===== src/verilog/cache_pkg.sv =====
`default_nettype none

package cache_pkg;

  // byte offset inside a 16-byte line
  localparam int offset_bits = 4;
  // set index, 32 sets
  localparam int index_bits = 5;
  localparam int num_sets = 32;
  // two-way set associative
  localparam int num_ways = 2;
  // whatever is left of the address above index and offset
  localparam int tag_bits = 32 - index_bits - offset_bits;
  // a line holds four 32-bit words
  localparam int words_per_line = 4;
  localparam int word_sel_bits = 2;

  // the request address is read as a plain word on the memory side
  // and as tag, set and word fields for the lookup
  typedef union packed {
    logic [31:0] raw;
    struct packed {
      logic [tag_bits-1:0]      tag;
      logic [index_bits-1:0]    index;
      logic [word_sel_bits-1:0] word;
      logic [1:0]               byte_sel;
    } f;
  } cache_addr_t;

  // controller states: waiting for a request, filling a line, write-through
  typedef enum logic [1:0] {
    st_idle  = 2'd0,
    st_fill  = 2'd1,
    st_write = 2'd2
  } ctrl_state_t;

endpackage

`default_nettype wire

===== src/verilog/cache_way.sv =====
`timescale 1ns/1ps
`default_nettype none

module cache_way
  import cache_pkg::*;
(
  input  wire                     i_clk,
  input  wire                     i_rst,
  // request address, held by the CPU for the whole request
  input  wire cache_addr_t        i_addr,
  // word write into the selected set
  input  wire                     i_wr,
  // tag write, which also marks the line valid
  input  wire                     i_tag_wr,
  // word index of the write, fill counter or request word
  input  wire [word_sel_bits-1:0] i_wr_word,
  input  wire [31:0]              i_wr_data,
  output logic                    o_hit,
  output logic [31:0]             o_rdata,
  // valid bit of the addressed set, used for the victim choice
  output logic                    o_valid
);

  // one valid bit per set, the only state cleared at reset
  logic [num_sets-1:0] valid;
  // tag and data storage
  logic [tag_bits-1:0] tags  [num_sets];
  logic [31:0]         words [num_sets][words_per_line];

  // a line turns valid together with its tag on the last fill word
  always_ff @(posedge i_clk) begin
    if (i_rst) begin
      valid <= '0;
    end else if (i_tag_wr) begin
      valid[i_addr.f.index] <= 1'b1;
    end
  end

  // the arrays need no reset because a line only hits once it is valid
  always_ff @(posedge i_clk) begin
    if (i_tag_wr) begin
      tags[i_addr.f.index] <= i_addr.f.tag;
    end
    if (i_wr) begin
      words[i_addr.f.index][i_wr_word] <= i_wr_data;
    end
  end

  // lookup is purely combinational on the request address
  assign o_valid = valid[i_addr.f.index];
  assign o_hit   = o_valid && (tags[i_addr.f.index] == i_addr.f.tag);

  // the word at the request offset, whether or not this way hits
  assign o_rdata = words[i_addr.f.index][i_addr.f.word];

  // the controller writes the tag only together with the fourth fill word
  tag_with_word: assert property (
    @(posedge i_clk) disable iff (i_rst)
    i_tag_wr |-> i_wr
  );

endmodule

`default_nettype wire


===== config.mk =====
export PLATFORM = sky130hd
export DESIGN_NAME = cache_way
export DESIGN_NICKNAME = d
export VERILOG_FILES = /design/src/verilog/cache_pkg.sv /design/src/verilog/cache_way.sv
export SDC_FILE = /design/constraint.sdc
export NUM_CORES = 2
export LEC_CHECK = 0
export BUFFER_PORTS_ARGS = -buffer_cell sky130_fd_sc_hd__buf_2
export CORE_MARGIN = 2
export CORE_UTILIZATION = 57
export CTS_CLUSTER_DIAMETER = 200
export DETAILED_ROUTE_END_ITERATION = 7
export HOLD_SLACK_MARGIN = 0.08
export PLACE_DENSITY = 0.72
export SLEW_MARGIN = 10
export SYNTH_ARGS = -nofsm -noshare
export SYNTH_HDL_FRONTEND = slang
export SYNTH_MEMORY_MAX_BITS = 65536
export SYNTH_SLANG_ARGS = --single-unit
export TNS_END_PERCENT = 10

===== constraint.sdc =====
create_clock -name i_clk -period 4 [get_ports i_clk]
set_input_delay 0.4 -clock i_clk [delete_from_list [all_inputs] [get_ports i_clk]]
set_output_delay 0.4 -clock i_clk [all_outputs]
set_load 0.01 [all_outputs]

### Yosys cells after proc, flatten, opt, wreduce, memory -nomap -nowiden

Memories as Yosys holds them, arrays and structs flattened.
Index checks and enable logic that the tools add are counted.

* bits in registers: 32
* latch bits: 0
* RAM bits: 4832
* bits in read-only memories: 0
* bits of input ports: 70
* word-level logic and storage cells: 28
* memories: 2

* add/sub/neg operators: 0
* $mul: 0
* divide/modulo/power cells: 0
* order comparisons: 5
* equal/unequal tests: 1
* shifts and indexed selects: 0
* mux-type cells: 13
* bitwise gates (word level): 3
* reduce and logical (&&, ||, !) cells: 3

Memory list
* words: words 32, bits a word 128, read ports 1, clocked after Yosys merged registers in 0, wr ports 1, line cache_way.sv:28 `logic [31:0] words [num_sets][words_per_line];`
* tags: words 32, bits a word 23, read ports 1, clocked after Yosys merged registers in 0, wr ports 1, line cache_way.sv:27 `logic [tag_bits-1:0] tags [num_sets];`

Operators with widths (count)
* two-way mux 128 bit: 1
* two-way mux 32 bit: 3
* binary-select mux 32 bit (select 2 bit): 1
* demux 32 bit (select 2 bit): 1
* OR 32 bit: 1
* equality test 23 bit: 1
* greater-or-equal comparator 3 bit (second input constant): 2
* less-than comparator 5 x 6 -> 1 bit (second input constant): 1
* NOT 2 -> 3 bit: 2
* binary-select mux 1 bit (select 5 bit): 1
* demux 1 bit (select 5 bit): 1
* greater-or-equal comparator 5 x 1 -> 1 bit (second input constant): 1
* two-way mux 1 bit: 5
* logical AND 1 bit: 3
* less-than comparator 3 x 1 -> 1 bit (second input constant): 1

### Longest topological paths before layout

* word-level depth: 6
* mapped depth: 13
* mapped depth without buffers: 7

### Worst setup path after synthesis

OpenSTA, ideal clock, no wires.

* path kind: input -> register
* start point: input port i_addr[5] in the netlist's numbering
* end point: memory tags[0][0] in the netlist's numbering, enable pin
* library setup time: 0.434 ns
* arrival: 3.651 ns
* setup slack: -0.085 ns
* stages on the path: 10
* buffers on the path: 7
* path through: buf_6 buf_6 buf_4 buf_4 buf_2 buf_2 buf_2 nor2_2 nand2_1 nor3_1

RTL lines
* from (decl): line cache_way.sv:10 `input wire cache_addr_t i_addr,`
* to (decl): line cache_way.sv:27

Straight into the memory's write port.

### Final worst setup path

* start point: memory tags[7][18] in the netlist's numbering
* end point: output port o_hit

* word-level cells in the longest chain between the ends: 3

Ends and longest elaborated chain
* memory (32 x 23 bit)
* equality test 23 bit: line cache_way.sv:51 `assign o_hit = o_valid && (tags[i_addr.f.index] == i_addr.f.tag);`
* logical AND 1 bit: line cache_way.sv:51
* to (decl): line cache_way.sv:18 `output logic o_hit,`

Every way passes these cells.

==> results.cfg <==
[status]
status = finished, violations left
violations = negative setup slack

[worst_setup_path]
path_max_fanout = 2
rr_endpoint = valid[7]$_SDFFE_PP0P_
timing.rr.start = valid[7]$_SDFFE_PP0P_
reg2regPathDepth = 2
rrSetupSlack_ps = 3360
arrival_ps = 3830
critPathRequiredTime_ps = 3600
critPathCapture = o_hit
crit_type = reg2out
cp-end-kind = output pin
startpoint = tags[7][18]$_DFFE_PP_
startpoint_type = register

[timing]
worst_pin_slew_ps = 1260
max_freq_ghz = 0.236
setup_viol = 1
hold_ws_ps = 76.7
slew_headroom = 0.157
hold_violations = 0
rsz0062_at_grt = yes
post-route-period-util = 1.06
fin_skew_ps = 0
final.min_clock_period_ps = 4230
finalMaxSlewViolations = 0
fin_tns_setup_ps = -230
setup_slack_ps = -230

[synthesis]
synth_most_common_cell = edfxtp_1
ys_top_cells_by_count = 4832 x edfxtp_1, 1102 x mux4_2, 480 x mux2i_1
netlist_area_um2 = 186000
ys_ff_latch = 4864
synthFlopType = edfxtp_1
synth_warnings = 0
syn_inst = 8461
yosys-top-cells-area = edfxtp_1 78%, mux4_2 13%, mux2i_1 2.6%
yosysTopAreaCellShare = 0.780
syn_nets = 8531
ys_seq_area_frac = 0.783
synthDistinctLibCells = 58
synth_edf_count = 4832
syn_area_per_cell_um2 = 22.0
ys_async_sr_fraction = 0
yosys.area.top_type = edfxtp_1

[pwr]
power_density_nw_per_um2 = 493
p_leak_nw = 68.2
vdd.ir_drop.worst_mv = 0.421
power_mw = 105

[clock_network]
cts_buffer_depth = 4
clk_pin_slew_ps = 60
cts-root-buf = clkbuf_16
htree_levels = 5
cts_buffers = 464
clock-sinks = 4864
cts_setup_buffers = 0
clk_latency_ps = 1000
tritoncts = done

[floorplanning]
die_x_um = 575
rows = 209
die-area_um2 = 331000
design.core.area_um2 = 325000
die_y_um = 575
pin_count = 104
initial_core_util = 0.573

[job]
cap_violations = 0

[placed_design]
dp.final_hpwl_um = 275000
place_area_um2 = 198000
post-place-ws_ps = -275
portBuffers = 101
post-place-cells = 13052
place.gp.congestion = 0.823

[detailed_routing]
wl_per_cell_um = 35.8
wl_um = 500000
drtIter0Drc = 15212
via_per_inst = 6.80
ant_nets = 0
drc = 0
vias = 95013
drt_pass1_iterations = 8

[global_route]
grt_pass1_vias = 95118
overflow = 0
grt_max_degree = 99
grt_use_total = 0.302
antenna_found_initial = 31
grt_pass1_wl_um = 705000

[final_layout]
layout.nets = 9312
drive_above_1_share = 0.285
area_growth_pct = 15.0
fin_area_um2 = 214000
instances_no_fill = 13972
final_core_util = 0.659

[hold_path]
hp-class = in2reg
hp-start = i_wr_data[28]
[registers in the layout, summed over array words and instances, names as in the netlist]
register,cells
valid,32
words,4096
tags,736
[cell families after synthesis]
group                     Yosys count  share of synthesized area
muxes                            1593                      0.160
buffers and inverters             484                     0.0131
and+or+nand+nor                   839                     0.0195
xor gates and xnor gates            7                   0.000330
DFF                              4864                      0.783
AOI/OAI and AO/OA                 674                     0.0237
[final cells by class]
cell class / instances / area (µm²)
inverter: 3 / 21.3
sequential: 4864 / 146000
clock buffer: 568 / 12200
clock inverter: 283 / 2750
multi-input combinational: 3113 / 39300
tap: 4325 / 5410
antenna: 20 / 50.0
fill: 19922 / 111000
timing repair buffer: 796 / 8390
[placed cells by master, fill, tap and decap left out, types with 36 or more instances in the layout]
master	synthesis	routed
clkbuf_1	166	97
o21ai_0	95	86
clkinv_1	0	114
mux4_2	1102	1102
nand3_1	44	37
a21oi_1	141	139
edfxtp_1	4832	4832
o22ai_1	164	164
dlygate4sd3_1	0	49
clkinv_2	0	83
nor2_1	253	93
nor2_4	0	157
buf_2	161	62
buf_12	0	190
mux2i_1	480	472
buf_4	97	478
o211ai_1	52	52
nor4_1	36	36
nand2_1	402	401
a22oi_1	79	78
bufinv_16	0	47
clkbuf_16	0	471
[timing repair]
| item | in CTS | in global routing |
|---|---|---|
| pin swaps | 9 | 6 |
| hold endpoints to repair | 1756 | 0 |
| endpoints found under the setup margin | 15 | 22 |
| hold buffers | 49 | 0 |
| resized for setup | 36 | 35 |
[per-layer routing]
metal	GRT usage	vias to the layer above	wire, µm
met1	0.416	50165	179000
met2	0.482	6636	241000
met3	0.0680	973	59600
met4	0.111	14	20300
li1	-	37225	-
met5	0	-	100
[worst max-delay path, stage by stage (launching register included)]
cell and delay [ps]:
edfxtp_1 370, mux2i_1 280, o22ai_1 160, or2_2 330
or4_4 520, a211oi_4 300, nand4_1 260, nor4_4 320
buf_4 180, buf_6 90
[where the power goes]
part / leakage [nW] / switching [mW] / internal [mW]
clock network: 7.26 / 18.8 / 24.6
logic: 17.2 / 3.61 / 2.15
registers: 43.7 / 0.0661 / 56.3
[worst min-delay path by stage]
stage                                          to  slack (ps)  cells after the start
after global routing       words[14][7]$_DFFE_PP_         100                      1
final                     words[17][60]$_DFFE_PP_          80                      1
after global placement     valid[26]$_SDFFE_PP0P_         440                      2
after floorplan            valid[10]$_SDFFE_PP0P_         430                      2
after CTS                  words[14][7]$_DFFE_PP_          80                      1
after detailed placement   valid[30]$_SDFFE_PP0P_         460                      2
Power figures use the tool's default switching activity.
