<file path="config.mk">
export PLATFORM = sky130hd
export DESIGN_NAME = cache_hit_resolve
export DESIGN_NICKNAME = d
export VERILOG_FILES = /design/src/verilog/cache_pkg.sv /design/src/verilog/cache_hit_resolve.sv
export SDC_FILE = /design/constraint.sdc
export NUM_CORES = 1
export LEC_CHECK = 0
export BUFFER_PORTS_ARGS = -buffer_cell sky130_fd_sc_hd__buf_2
export CORE_UTILIZATION = 45
export CTS_BUF_LIST = sky130_fd_sc_hd__clkbuf_4 sky130_fd_sc_hd__clkbuf_8
export CTS_CLUSTER_SIZE = 28
export DETAILED_ROUTE_END_ITERATION = 8
export PLACE_DENSITY = 0.91
export SYNTH_ARGS = -nofsm -noshare
export SYNTH_HDL_FRONTEND = slang
export SYNTH_SLANG_ARGS = --single-unit
</file>
<file path="constraint.sdc">
create_clock -name i_clk -period 3.3 [get_ports i_clk]
set_input_delay 0.33 -clock i_clk [delete_from_list [all_inputs] [get_ports i_clk]]
set_output_delay 0.33 -clock i_clk [all_outputs]
set_load 0.005 [all_outputs]
</file>
<file path="src/verilog/cache_pkg.sv">
`default_nettype none

package cache_pkg;

  // byte offset inside a 16-byte line
  localparam int offset_bits = 4;
  // set index, 32 sets
  localparam int index_bits = 5;
  localparam int num_sets = 32;
  // two-way set associative
  localparam int num_ways = 2;
  // whatever is left of the address above index and offset
  localparam int tag_bits = 32 - index_bits - offset_bits;
  // a line holds four 32-bit words
  localparam int words_per_line = 4;
  localparam int word_sel_bits = 2;

  // the request address is read as a plain word on the memory side
  // and as tag, set and word fields for the lookup
  typedef union packed {
    logic [31:0] raw;
    struct packed {
      logic [tag_bits-1:0]      tag;
      logic [index_bits-1:0]    index;
      logic [word_sel_bits-1:0] word;
      logic [1:0]               byte_sel;
    } f;
  } cache_addr_t;

  // controller states: waiting for a request, filling a line, write-through
  typedef enum logic [1:0] {
    st_idle  = 2'd0,
    st_fill  = 2'd1,
    st_write = 2'd2
  } ctrl_state_t;

endpackage

`default_nettype wire
</file>
<file path="src/verilog/cache_hit_resolve.sv">
`timescale 1ns/1ps
`default_nettype none

module cache_hit_resolve
  import cache_pkg::*;
(
  input  wire                           i_clk,
  input  wire                           i_rst,
  input  wire cache_addr_t              i_addr,
  input  wire [num_ways-1:0]            i_way_hit,
  input  wire [num_ways-1:0][31:0]      i_way_rdata,
  input  wire [num_ways-1:0]            i_way_valid,
  input  wire [3:0]                     i_mask,
  // MRU update for the request set, from the controller
  input  wire                           i_set_mru_en,
  input  wire                           i_set_mru,
  output logic                          o_hit,
  output logic                          o_hit_way,
  // unmasked word of the hitting way, for the store merge
  output logic [31:0]                   o_hit_rdata,
  output logic [31:0]                   o_rdata_masked,
  output logic                          o_victim
);

  // one bit per set naming the most recently used way
  logic [num_sets-1:0] mru;

  assign o_hit = |i_way_hit;

  // at most one way hits, so the last match in the loop is the only one
  always_comb begin
    o_hit_rdata = '0;
    o_hit_way   = 1'b0;
    for (int w = 0; w < num_ways; w++) begin
      if (i_way_hit[w]) begin
        o_hit_rdata = i_way_rdata[w];
        o_hit_way   = 1'(w);
      end
    end
  end

  // bytes outside the load mask read as zero
  always_comb begin
    for (int b = 0; b < 4; b++) begin
      o_rdata_masked[8*b +: 8] = i_mask[b] ? o_hit_rdata[8*b +: 8] : 8'h00;
    end
  end

  always_ff @(posedge i_clk) begin
    if (i_rst) begin
      mru <= '0;
    end else if (i_set_mru_en) begin
      mru[i_addr.f.index] <= i_set_mru;
    end
  end

  // empty ways are filled first, lowest first, then the way not used last
  always_comb begin
    if (!i_way_valid[0]) begin
      o_victim = 1'b0;
    end else if (!i_way_valid[1]) begin
      o_victim = 1'b1;
    end else begin
      o_victim = !mru[i_addr.f.index];
    end
  end

  // a tag never lives in both ways of one set
  single_hit: assert property (
    @(posedge i_clk) disable iff (i_rst)
    $onehot0(i_way_hit)
  );

endmodule

`default_nettype wire

</file>
## Yosys cells after proc, flatten, opt, wreduce, memory -nomap -nowiden

Index checks and enable logic that the tools add are counted.

- Bits of input ports: 108
- Logic and storage cells: 20
- Flip-flop bits (word level): 32
- Output and inout bits: 67

- Reductions and logical operators: 3
- Order comparisons: 2
- Multiplexer cells: 14

Operator list:

| operator | count |
|---|---|
| $mux 32 | 2 |
| $bwmux 32 | 1 |
| $mux 8 | 4 |
| $lt 5x6->1 const B | 1 |
| $bmux 1 s5 | 1 |
| $demux 1 s5 | 1 |
| $ge 5x1->1 const B | 1 |
| $mux 1 | 5 |
| $reduce_or 2->1 | 1 |
| $logic_and 1x1->1 | 1 |
| $logic_not 1->1 | 1 |

## Longest topological paths before layout

- Depth after elaboration: 5
- Mapped depth: 7

## Worst setup path after synthesis

OpenSTA, ideal clock, no wires.

- Path type: in2out
- From: input i_addr[4] in the netlist's numbering
- To: output o_victim
- Data arrival time: 1.537 ns
- Required time: 2.970 ns
- Path slack: 1.433 ns
- Stages on the path: 5
- Cells stage by stage: buf_6 > mux4_2 > and2_0 > a31o_1 > o41ai_2

- Longest elaborated chain between the ends: 5

Ends and longest elaborated chain:

| what | RTL line | text |
|---|---|---|
| start: declaration | cache_hit_resolve.sv:9 | `input wire cache_addr_t i_addr,` |
| $bmux 1 s5 | cache_hit_resolve.sv:64 | `o_victim = !mru[i_addr.f.index];` |
| $mux 1 (implied by the code) | cache_hit_resolve.sv:64 |  |
| $logic_not 1->1 | cache_hit_resolve.sv:64 |  |
| $mux 1 | cache_hit_resolve.sv:61 | `end else if (!i_way_valid[1]) begin` |
| $mux 1 | cache_hit_resolve.sv:59 | `if (!i_way_valid[0]) begin` |
| end: declaration | cache_hit_resolve.sv:22 | `output logic o_victim` |

Every way passes these cells. The select of a mux whose other input is x is not followed.

## Worst setup path in the final report

- From: input i_way_hit[1]
- To: output o_rdata_masked[29]

- Longest elaborated chain between the ends: 2

Ends and longest elaborated chain:

| what | RTL line | text |
|---|---|---|
| start: declaration | cache_hit_resolve.sv:10 | `input wire [num_ways-1:0] i_way_hit,` |
| $mux 32 | cache_hit_resolve.sv:35 | `if (i_way_hit[w]) begin` |
| $mux 8 | cache_hit_resolve.sv:45 | `o_rdata_masked[8*b +: 8] = i_mask[b] ? o_hit_rdata[8*b +: 8] : 8'h00;` |
| end: declaration | cache_hit_resolve.sv:21 | `output logic [31:0] o_rdata_masked,` |

Every way passes these cells.

==> summary.txt <==
Run status
  • Status: finished, final reports clean

Routing
  • Total wire length after detailed routing: 8070 µm
  • TritonRoute pass-1 iters: 5
  • Drt wl/cell: roughly 17 µm
  • Vias per cell: 5.60
  • Total via count in the routed design: 2687
  • Number of design rule violations left after detail routing: 0
  • Number of routed nets with antenna violations: 0
  • Number of DRC violations after detailed-routing iteration 0: 122

Timing
  • Worst-Margin Slew: 1.09 ns
  • Final Slew Violations: 0
  • Max-slew headroom at the worst pin: 26.8%
  • Clock skew after layout: 0 ns
  • Highest clock frequency the design can meet: roughly 400 MHz
  • Hold Violations, Final: 0
  • Final TNS setup: 0 ns
  • Portion of the clock cycle consumed by the worst path in the final layout: about three quarters
  • Endpoints failing setup: 0
  • Fin crit period: approximately 2.5 ns
  • Setup repair after global routing missed its margin: false

Global routing
  • GR Util All Layers: 30.6%
  • Met2 track demand over resource: a little over half
  • GRT met3 Usage: 4.56%
  • Number of global-route vias before repair: 2433
  • Met1 Use GR: 32.3%
  • Routing layer with the top usage in global route: met2
  • Initial antenna violation count: 0
  • Wire length of the first global-routing pass: about 12000 µm
  • Grt total ovfl: 0
  • Largest net degree at the start of global routing: 37

Clock tree
  • Worst skew pair latency: ~0.28 ns
  • Max Root-Sink Buffers: 2
  • Resize count post-CTS: 0
  • Clock net sink count: 32
  • Clock transition at the registers of the reported paths: 0.06 ns
  • Number of H-tree branching levels: 2
  • Clock tree from TritonCTS: done
  • Post-CTS setup repair buffer count: 0
  • Total clock buffers created by CTS: 5
  • Clock Tree Root: sky130_fd_sc_hd__clkbuf_8
  • Post-CTS Hold Fix Bufs: 0

Floorplan
  • Placeable Area: around 4800 µm²
  • Die Height: around 73 µm
  • Horizontal die dimension: 73.1 µm
  • # rows: 25
  • Die footprint: 5350 µm²
  • Count of boundary I/O pins: between 150 and 200
  • Initial Util: 47.6%

Critical path
  • Critical path endpoint category: output pin
  • CP arrival: 2.17 ns
  • Startpoint kind of the worst setup timing path: input pin
  • Type of the worst setup path: input pin to output pin
  • Required time at the endpoint of the critical path: 2.97 ns
  • Critical path fanouts, max: 36

Power and ir drop
  • Maximum VDD drop: 0.000312 V
  • Total power divided by cell area: around 300 nW/µm²
  • Leakage power summed over all cells: 0.00145 µW

Logic synthesis
  • Synthesized cell area: roughly 2300 µm²
  • Nets in the synthesized netlist: 396
  • Post-synthesis sequential area ratio: 28.1%
  • EDFF count, synth: 0
  • Prevailing post-synth register cell: sky130_fd_sc_hd__dfxtp_1
  • Per-instance average area after synthesis: about 7.9 µm²
  • Post-synth cell types: 38
  • Flip-flop and latch count after synthesis: 32
  • Number of cells produced by synthesis: 288
  • Yosys warnings: 0
  • Post-synthesis async set-or-reset flop share: 0%

Layout
  • Max reg flops: 32
  • Register with the most flip-flops: mru
  • Top flop regs: mru: 32 flops
  • Post-layout nets: 523
  • Area added between synthesis and finish: 33.7%
  • Post-Layout Inst Area: 3040 µm²
  • Number of antenna cells inserted: 0
  • Filler cells: 428
  • Share of final-layout standard cells stronger than drive strength 1: 40.2%

Place
  • Port Buffer Count: 147
  • HPWL after detailed placement: 6210 µm
  • Final Wtd Congestion: 0.922
  • Area after detailed placement: 2970 µm²

Min path
  • Worst min-delay path class: register to register

Job
  • Max cap viols: 0
[per-stage QoR]
| step | total power (µW) | hold WS [ns] | std cells | utilization [%] | setup WS [ns] |
|---|---|---|---|---|---|
| global placement | 643 | 0.442 | 475 | 62.1 | 0.900 |
| detailed placement | 648 | 0.449 | 475 | 62.1 | 0.842 |
| finish | 906 | 0.456 | 480 | 63.6 | 0.799 |
| floorplan | 524 | 0.399 | 288 | - | 1.43 |
| CTS | 910 | 0.457 | 480 | 63.6 | 0.816 |
| global route | 946 | 0.473 | 480 | 63.6 | 0.678 |
[path summary, 6_finish.rpt]
check                       startpoint              endpoint  slack, ns  cells past startpoint
hold reg to reg    mru[3]$_SDFFE_PP0P_   mru[3]$_SDFFE_PP0P_       0.46                      2
hold / removal     mru[3]$_SDFFE_PP0P_   mru[3]$_SDFFE_PP0P_       0.46                      2
setup reg to reg  mru[30]$_SDFFE_PP0P_  mru[30]$_SDFFE_PP0P_       2.65                      2
setup / recovery          i_way_hit[1]    o_rdata_masked[29]       0.80                      5
[where the power goes]
group / switching (µW) / total [µW] / internal [µW]
combinational: 135 / 253 / 118
clock: 127 / 262 / 135
sequential: 1.35 / 391 / 389
[synth_stat cells (5+ instances only)]
cell type | number | area (µm²)
sky130_fd_sc_hd__o21ai_0 | 7 | 35.0
sky130_fd_sc_hd__a21oi_1 | 19 | 95.1
sky130_fd_sc_hd__and2_1 | 32 | 200
sky130_fd_sc_hd__mux2_2 | 6 | 67.6
sky130_fd_sc_hd__nor2_1 | 20 | 75.1
sky130_fd_sc_hd__nand2_1 | 32 | 120
sky130_fd_sc_hd__nand3_1 | 23 | 115
sky130_fd_sc_hd__nor3_1 | 6 | 30.0
sky130_fd_sc_hd__buf_2 | 5 | 25.0
sky130_fd_sc_hd__dfxtp_1 | 32 | 641
sky130_fd_sc_hd__clkbuf_1 | 17 | 63.8
sky130_fd_sc_hd__a22o_1 | 31 | 272
sky130_fd_sc_hd__mux2i_1 | 17 | 170
[cells in the final DEF, fill, tap and decap left out, types with 6 or more instances in the layout]
cell type,netlist,final
sky130_fd_sc_hd__nor2_1,20,20
sky130_fd_sc_hd__a21oi_1,19,19
sky130_fd_sc_hd__mux2i_1,17,17
sky130_fd_sc_hd__mux2_2,6,6
sky130_fd_sc_hd__nand3_1,23,23
sky130_fd_sc_hd__a22o_1,31,31
sky130_fd_sc_hd__buf_2,5,147
sky130_fd_sc_hd__nor3_1,6,6
sky130_fd_sc_hd__nand2_1,32,32
sky130_fd_sc_hd__dfxtp_1,32,32
sky130_fd_sc_hd__o21ai_0,7,7
sky130_fd_sc_hd__and2_1,32,32
[layout make-up]
cell class                 instances  area, µm²  area share (%)
clock buffer                       5       68.8            2.26
inverter                           2       7.51           0.247
multi-input combinational        226       1500            49.3
sequential                        32        641            21.1
tap                               67       83.8            2.75
timing repair buffer             148        743            24.4
[cell families (layout without fill, tap and decap cells)]
kind of cell | count (synthesis) | count (layout) | synth area share [%]
and+or+nand+nor | 135 | 135 | 31.2
AOI/OAI and AO/OA | 65 | 65 | 20.9
DFF | 32 | 32 | 28.1
buffers and inverters | 30 | 155 | 6.10
muxes | 26 | 26 | 13.6
[worst max-delay path, cell delays in order]
cell,delay [ns]
sky130_fd_sc_hd__buf_2,0.29
sky130_fd_sc_hd__nor2b_2,0.92
sky130_fd_sc_hd__a22o_1,0.29
sky130_fd_sc_hd__and2_1,0.19
sky130_fd_sc_hd__buf_2,0.13
[routing by layer]
layer  share of wire, %  wire length [µm]
met4                8.1               651
met1                 35              2790
met5                  0                 0
met2                 50              4070
met3                7.0               563
(Power assumes the default switching activity.)
