### src/verilog/cache_pkg.sv
`default_nettype none

package cache_pkg;

  // byte offset inside a 16-byte line
  localparam int offset_bits = 4;
  // set index, 32 sets
  localparam int index_bits = 5;
  localparam int num_sets = 32;
  // two-way set associative
  localparam int num_ways = 2;
  // whatever is left of the address above index and offset
  localparam int tag_bits = 32 - index_bits - offset_bits;
  // a line holds four 32-bit words
  localparam int words_per_line = 4;
  localparam int word_sel_bits = 2;

  // the request address is read as a plain word on the memory side
  // and as tag, set and word fields for the lookup
  typedef union packed {
    logic [31:0] raw;
    struct packed {
      logic [tag_bits-1:0]      tag;
      logic [index_bits-1:0]    index;
      logic [word_sel_bits-1:0] word;
      logic [1:0]               byte_sel;
    } f;
  } cache_addr_t;

  // controller states: waiting for a request, filling a line, write-through
  typedef enum logic [1:0] {
    st_idle  = 2'd0,
    st_fill  = 2'd1,
    st_write = 2'd2
  } ctrl_state_t;

endpackage

`default_nettype wire
### src/verilog/cache_ctrl.sv
`timescale 1ns/1ps
`default_nettype none

module cache_ctrl
  import cache_pkg::*;
(
  input  wire                      i_clk,
  input  wire                      i_rst,
  // CPU request, held stable while o_busy is high
  input  wire                      i_req_ren,
  input  wire                      i_req_wen,
  input  wire cache_addr_t         i_req_addr,
  input  wire [3:0]                i_req_mask,
  input  wire [31:0]               i_req_wdata,
  // lookup result from the resolver
  input  wire                      i_hit,
  input  wire                      i_hit_way,
  input  wire [31:0]               i_hit_rdata,
  input  wire                      i_victim,
  // word memory
  input  wire                      i_mem_ready,
  input  wire                      i_mem_valid,
  input  wire [31:0]               i_mem_rdata,
  output logic                     o_busy,
  output logic [31:0]              o_mem_addr,
  output logic                     o_mem_ren,
  output logic                     o_mem_wen,
  output logic [31:0]              o_mem_wdata,
  // write port of the ways
  output logic [num_ways-1:0]      o_way_wr,
  output logic [num_ways-1:0]      o_tag_wr,
  output logic [word_sel_bits-1:0] o_fill_word,
  output logic [31:0]              o_line_wdata,
  // MRU update in the resolver
  output logic                     o_set_mru_en,
  output logic                     o_set_mru
);

  ctrl_state_t              state;
  // request kind and victim, captured when leaving idle
  logic                     is_write;
  logic                     victim_q;
  // word index of the next fill read and its outstanding flag
  logic [word_sel_bits-1:0] fill_cnt;
  logic                     rd_pending;
  logic [31:0]              byte_en;
  logic [31:0]              merged;
  logic                     rd_issue;
  logic                     wr_issue;
  logic                     fill_done;

  // expand the byte mask to bit lanes for the store merge
  always_comb begin
    for (int b = 0; b < 4; b++) begin
      byte_en[8*b +: 8] = {8{i_req_mask[b]}};
    end
  end

  // masked bytes come from the store, the rest from the cached word
  assign merged = (i_req_wdata & byte_en) | (i_hit_rdata & ~byte_en);

  // a new line read goes out once the previous word is back and memory is ready
  assign rd_issue  = (state == st_fill) && !i_mem_valid && !rd_pending && i_mem_ready;
  // the store goes out once, the cycle after it o_mem_wen is high
  assign wr_issue  = (state == st_write) && i_mem_ready && !o_mem_wen;
  // the fourth returned word closes the fill
  assign fill_done = (state == st_fill) && i_mem_valid && (&fill_cnt);

  // stall on a read miss or any store, and for as long as a request runs
  always_comb begin
    case (state)
      st_idle: o_busy = i_req_wen || (i_req_ren && !i_hit);
      default: o_busy = 1'b1;
    endcase
  end

  // fill words land in the victim, the merged store word in the hit way
  always_comb begin
    o_way_wr = '0;
    o_tag_wr = '0;
    if (state == st_fill && i_mem_valid) begin
      o_way_wr[victim_q] = 1'b1;
      o_tag_wr[victim_q] = fill_done;
    end else if (wr_issue) begin
      o_way_wr[i_hit_way] = 1'b1;
    end
  end

  assign o_fill_word  = (state == st_fill) ? fill_cnt : i_req_addr.f.word;
  assign o_line_wdata = (state == st_fill) ? i_mem_rdata : merged;

  // the way just filled or just written becomes MRU
  assign o_set_mru_en = fill_done || wr_issue;
  assign o_set_mru    = (state == st_fill) ? victim_q : i_hit_way;

  always_ff @(posedge i_clk) begin
    if (i_rst) begin
      state      <= st_idle;
      is_write   <= 1'b0;
      victim_q   <= 1'b0;
      fill_cnt   <= '0;
      rd_pending <= 1'b0;
      o_mem_ren  <= 1'b0;
      o_mem_wen  <= 1'b0;
    end else begin
      // memory strobes are single-cycle pulses
      o_mem_ren <= 1'b0;
      o_mem_wen <= 1'b0;
      case (state)
        st_idle: begin
          is_write   <= i_req_wen;
          victim_q   <= i_victim;
          fill_cnt   <= '0;
          rd_pending <= 1'b0;
          // a store that hits skips the fill
          if (o_busy) begin
            state <= (i_req_wen && i_hit) ? st_write : st_fill;
          end
        end
        st_fill: begin
          if (i_mem_valid) begin
            rd_pending <= 1'b0;
            fill_cnt   <= fill_cnt + 1'b1;
            if (fill_done) begin
              state <= is_write ? st_write : st_idle;
            end
          end else if (rd_issue) begin
            rd_pending <= 1'b1;
            o_mem_ren  <= 1'b1;
          end
        end
        st_write: begin
          if (o_mem_wen) begin
            state <= st_idle;
          end else if (wr_issue) begin
            o_mem_wen <= 1'b1;
          end
        end
        default: state <= st_idle;
      endcase
    end
  end

  // fill reads walk the line from word 0, stores go to the aligned word
  always_ff @(posedge i_clk) begin
    if (rd_issue) begin
      o_mem_addr <= {i_req_addr.f.tag, i_req_addr.f.index, fill_cnt, 2'b00};
    end else if (wr_issue) begin
      o_mem_addr  <= {i_req_addr.raw[31:2], 2'b00};
      o_mem_wdata <= merged;
    end
  end

  // the CPU never asks for a load and a store at once
  req_exclusive: assert property (
    @(posedge i_clk) disable iff (i_rst)
    !(i_req_ren && i_req_wen)
  );

  // line reads only appear while a fill runs
  ren_in_fill: assert property (
    @(posedge i_clk) disable iff (i_rst)
    o_mem_ren |-> (state == st_fill)
  );

endmodule

`default_nettype wire

### config.mk
export PLATFORM = sky130hd
export DESIGN_NAME = cache_ctrl
export DESIGN_NICKNAME = d
export VERILOG_FILES = /design/src/verilog/cache_pkg.sv /design/src/verilog/cache_ctrl.sv
export SDC_FILE = /design/constraint.sdc
export NUM_CORES = 1
export LEC_CHECK = 0
export ABC_AREA = 1
export BUFFER_PORTS_ARGS = -buffer_cell sky130_fd_sc_hd__buf_2
export CORE_AREA = 2 2 97 99
export CTS_BUF_LIST = sky130_fd_sc_hd__clkbuf_4 sky130_fd_sc_hd__clkbuf_8
export DETAILED_ROUTE_END_ITERATION = 8
export DIE_AREA = 0 0 99 101
export MAX_ROUTING_LAYER = met4
export PLACE_DENSITY = 0.74
export SLEW_MARGIN = 20
export SYNTH_ARGS = -nofsm -noshare
export SYNTH_HDL_FRONTEND = slang
export SYNTH_SLANG_ARGS = --single-unit
### constraint.sdc
create_clock -name i_clk -period 4 [get_ports i_clk]
set_input_delay 0.8 -clock i_clk [delete_from_list [all_inputs] [get_ports i_clk]]
set_output_delay 0.8 -clock i_clk [all_outputs]
set_load 0.005 [all_outputs]
---- Yosys cells after proc, flatten, opt, wreduce, memory -nomap -nowiden ----
Cells that the tools add are included.
word-level totals
  register bits ........................... 71
  bits of input ports ..................... 141
  output and inout port bits .............. 107
  logic and storage cells ................. 83
cells by class
  reduce and logical (&&, ||, !) cells .... 27
  bitwise logic cells ..................... 8
  mux-type cells .......................... 27
  $lt $le $gt $ge ......................... 4
  $add $sub $neg .......................... 1
  eq/ne operators ......................... 7
operators by type and width
  cell                   number
  $mux W32               3
  $and A32 B32 Y32       2
  $not A32 Y32           1
  $or A32 B32 Y32        1
  $mux W2                11
  $logic_and A1 B1 Y1    11
  $mux W1                8
  $ne A2 B2 Y1 const B   4
  $reduce_and A2 Y1      4
  $pmux W2 S3            1
  $reduce_or A3 Y1       2
  $logic_not A1 Y1       4
  $lt A1 B2 Y1 const B   2
  $pmux W2 S2            1
  $reduce_and A4 Y1      1
  $reduce_bool A2 Y1     2
  $ne A3 B3 Y1 const B   1
  $not A1 Y1             3
  $add A2 B1 Y2 const B  1
  $and A2 B2 Y2          1
  $demux W1 S1           2
  $eq A2 B1 Y1 const B   1
  $eq A2 B2 Y1 const B   1
  $ge A1 B1 Y1 const B   2
  other kinds (3)        4

---- Depth between registers and ports, before layout ----
  word-level depth ........................ 7
  mapped depth ............................ 8
  mapped depth without buffers ............ 8

---- Least setup slack after synthesis ----
OpenSTA, ideal clock, no wires.
  kind .................................... input-to-output
  start point ............................. in i_mem_ready
  end point ............................... out o_way_wr[1]
  cell stages on the path ................. 4
  path slack .............................. 1449 ps
  data required time ...................... 3200 ps
  buffers on the path ..................... 0
  data arrival time ....................... 1751 ps
  cell sequence ........................... nand2_1 -> inv_1 -> nand2_1 -> nand2_1
on the way
  word-level cells in the longest chain between the ends .. 4
RTL lines
  element                           RTL line          RTL
  start, declared                   cache_ctrl.sv:21  input wire i_mem_ready,
  $logic_and A1 B1 Y1 (2 in a row)  cache_ctrl.sv:65  assign wr_issue = (state == st_write) && i_mem_ready && !o_mem_wen;
  $mux W2                           cache_ctrl.sv:84  end else if (wr_issue) begin
  $mux W2                           cache_ctrl.sv:81  if (state == st_fill && i_mem_valid) begin
  end, declared                     cache_ctrl.sv:30  output logic [num_ways-1:0] o_way_wr,
No other way between the ends.

---- Worst setup path after layout ----
  start point ............................. reg state[0]
  end point ............................... out o_line_wdata[22]
on the way
  word-level cells in the longest chain between the ends .. 2
RTL lines
  element                 RTL line           RTL
  start, declared         cache_ctrl.sv:39   ctrl_state_t state;
  start signal, assigned  cache_ctrl.sv:98   state <= st_idle;
  start signal, assigned  cache_ctrl.sv:117  state <= (i_req_wen && i_hit) ? st_write : st_fill;
  start signal, assigned  cache_ctrl.sv:125  state <= is_write ? st_write : st_idle;
  $eq A2 B1 Y1            cache_ctrl.sv:90   assign o_line_wdata = (state == st_fill) ? i_mem_rdata : merged;
  $mux W32                cache_ctrl.sv:90
  end, declared           cache_ctrl.sv:33   output logic [31:0] o_line_wdata,
No other way between the ends.

==> flow_summary.toml <==
[drt]
wl_mm = 9.24
routedWlPerCell_um = 14.4
drt-pass1-iter-count = 4
drt-initial-drc-count = 55
ant_nets = 0
vias = 2934
drc = 0
viasPerCell = 4.56

[floorplan]
die_h_um = 101
coreArea_um2 = 8980
dieArea_um2 = 10000
ios = 248
fp.dieW_um = 99
fp-row-count = 35
start_util = 0.357

[critical_path]
crit_top_cell = "nand2_1"
crit_chain = "nand2_4 > inv_4 > nand2_1 > nand2_1 > buf_2"
r2r_start = "state[0]"
worstPathRequired_ps = 3200
startpoint = "state[0]"
cp.buffers_inverters = 2
cp_slowest_cell = "dfxtp_1"
arrival_ps = 1900
cp-end-kind = "output pin"
max_stage_delay_ps = 460
start_kind = "register"
path_max_fanout = 40
cp_top_family = "simple AND/OR/NAND/NOR gates"
worstSetupPathType = "reg -> out"

[finish]
layout_commonest_cell = "buf_2"
fin_util = 0.520
area_delta_synth_final_pct = 45.5
drive_above_1_share = 0.560
antenna_cells = 0
final_cells = 643
final_cell_mix = "buf_2, nand2_1, edfxtp_1"
nets = 670

[job]
drv_cap = 0

[sta]
hold_viol_final = 0
slew_viol_final = 0
hold_ws_ps = 466
worstMarginPinSlew_ps = 503
setup_slack_ps = 1300
setup_violations = 0
rsz0062_at_grt = "no"
maxSlewHeadroom = 0.665
clock_skew_ps = 8.22
period_minus_slack_ps = 2700
fmax_mhz = 371
fin_setup_tns_ps = 0
min_period_over_period = 0.675

[power_and_ir_drop]
p_leak_nw = 2.33
sw_frac_of_total = 0.342
ir_drop_mv = 0.275
intPower_mw = 1.61
power.switching_mw = 0.836
combPwrFrac = 0.365
power_frac_clock = 0.221
power.density_nw_per_um2 = 523
seq_power_share = 0.415

[cts]
clockBufferDepth = 2
cts_tree = "built"
cts.sink_count = 71
cts_setup_buffers = 0
cts_resized = 0
ctsHoldBuffers = 0
clkTransAtPathRegs_ps = 70
htree_num_levels = 3
clockRootBuffer = "clkbuf_8"
clk_latency_ps = 330
cts_buffers = 9

[logic_synthesis]
synth_cell_types = 26
synth-seq-cells = 71
ys_seq_area_frac = 0.636
syn_avg_cell_area_um2 = 11.3
syn_area_um2 = 3210
synth_warnings = 0
syn_inst = 285

[placed_design]
hpwl_mm = 7.32
place_congestion = 0.830
preCtsSetupSlack_ps = 1460
post-place-cells = 628
portBuffers = 243

[worst_hold_path]
min_path_type = "reg -> reg"
holdCritStartpoint = "rd_pending"

[global_routing]
grt_pass1_wl_mm = 13.4
grt_max_degree = 41
grt-ovfl-total = 0
antenna_found_initial = 0
grt_usage = 0.178
grt_pass1_vias = 2827

[run_status]
status = "complete, no violations"
[logic make-up after synthesis]
group                      count (synthesis)  synth area share
and+or+nand+nor                          140             0.175
DFF                                       71             0.636
muxes                                     32             0.112
buffers and inverters                     26            0.0460
AOI/OAI and AO/OA                         14            0.0249
adders and majority gates                  1           0.00390
other                                      1           0.00117
[flip-flops by register name (all words and copies together) (netlist names)]
register / flops
o_mem_wdata: 32
state: 2
rd_pending: 1
is_write: 1
fill_cnt: 2
victim_q: 1
o_mem_ren: 1
o_mem_addr: 30
o_mem_wen: 1
[cells in the mapped netlist, drive strengths merged]
cell type | count | area share
inv | 12 | 0.015
mux2 | 32 | 0.11
nor2 | 14 | 0.022
o21a | 1 | 0.0023
o21ai | 7 | 0.011
buf | 14 | 0.031
nand4 | 1 | 0.0020
nand3 | 4 | 0.0078
a21oi | 3 | 0.0047
a211oi | 2 | 0.0047
conb | 1 | 0.0012
edfxtp | 62 | 0.58
dfxtp | 9 | 0.056
o21bai | 1 | 0.0023
nand2 | 121 | 0.14
ha | 1 | 0.0039
[final cells by class]
class	instances	area [um2]
Fill cell	816	4310
Timing Repair Buffer	245	1230
Clock buffer	9	124
Multi-Input combinational cell	189	1020
Tap cell	111	139
Sequential cell	71	2040
Clock inverter	6	61.3
Inverter	12	47.5
[stage by stage]
stage	total power [mW]	instance area [um2]
6_report	2.44	4670
3_5_place_dp	1.93	4480
3_3_place_gp	1.90	4480
2_1_floorplan	1.54	3210
4_1_cts	2.48	4670
5_1_grt	2.62	4670
[power groups by stage]
stage	sequential (mW)	combinational, mW	clock (mW)
2_1_floorplan	1.05	0.500	0
3_3_place_gp	1.02	0.879	0
3_5_place_dp	1.03	0.899	0
4_1_cts	1.01	0.901	0.563
5_1_grt	1.03	1.00	0.591
6_report	1.01	0.891	0.539
[path summary, 6_finish.rpt]
kind / endpoint / slack, ps / cells after the start
worst max register to register: o_mem_addr[28] / 1720 / 5
worst min-delay path: rd_pending / 470 / 2
worst max-delay path: o_line_wdata[22] / 1300 / 5
worst min register to register: rd_pending / 470 / 2
[worst register-to-register path: cells and delay by family, from the launching register on]
family,cells,cell delay (ps)
buffers and inverters,2,800
and+or+nand+nor,3,660
DFF,1,460
[per-layer routing]
layer  track usage  share of wire  routed length (um)
met1         0.192           0.38                3530
met2         0.317           0.52                4840
met3        0.0596          0.091                 843
met4        0.0421         0.0029                  27
met5             -              0                   0
Power figures use the tool's default switching activity.
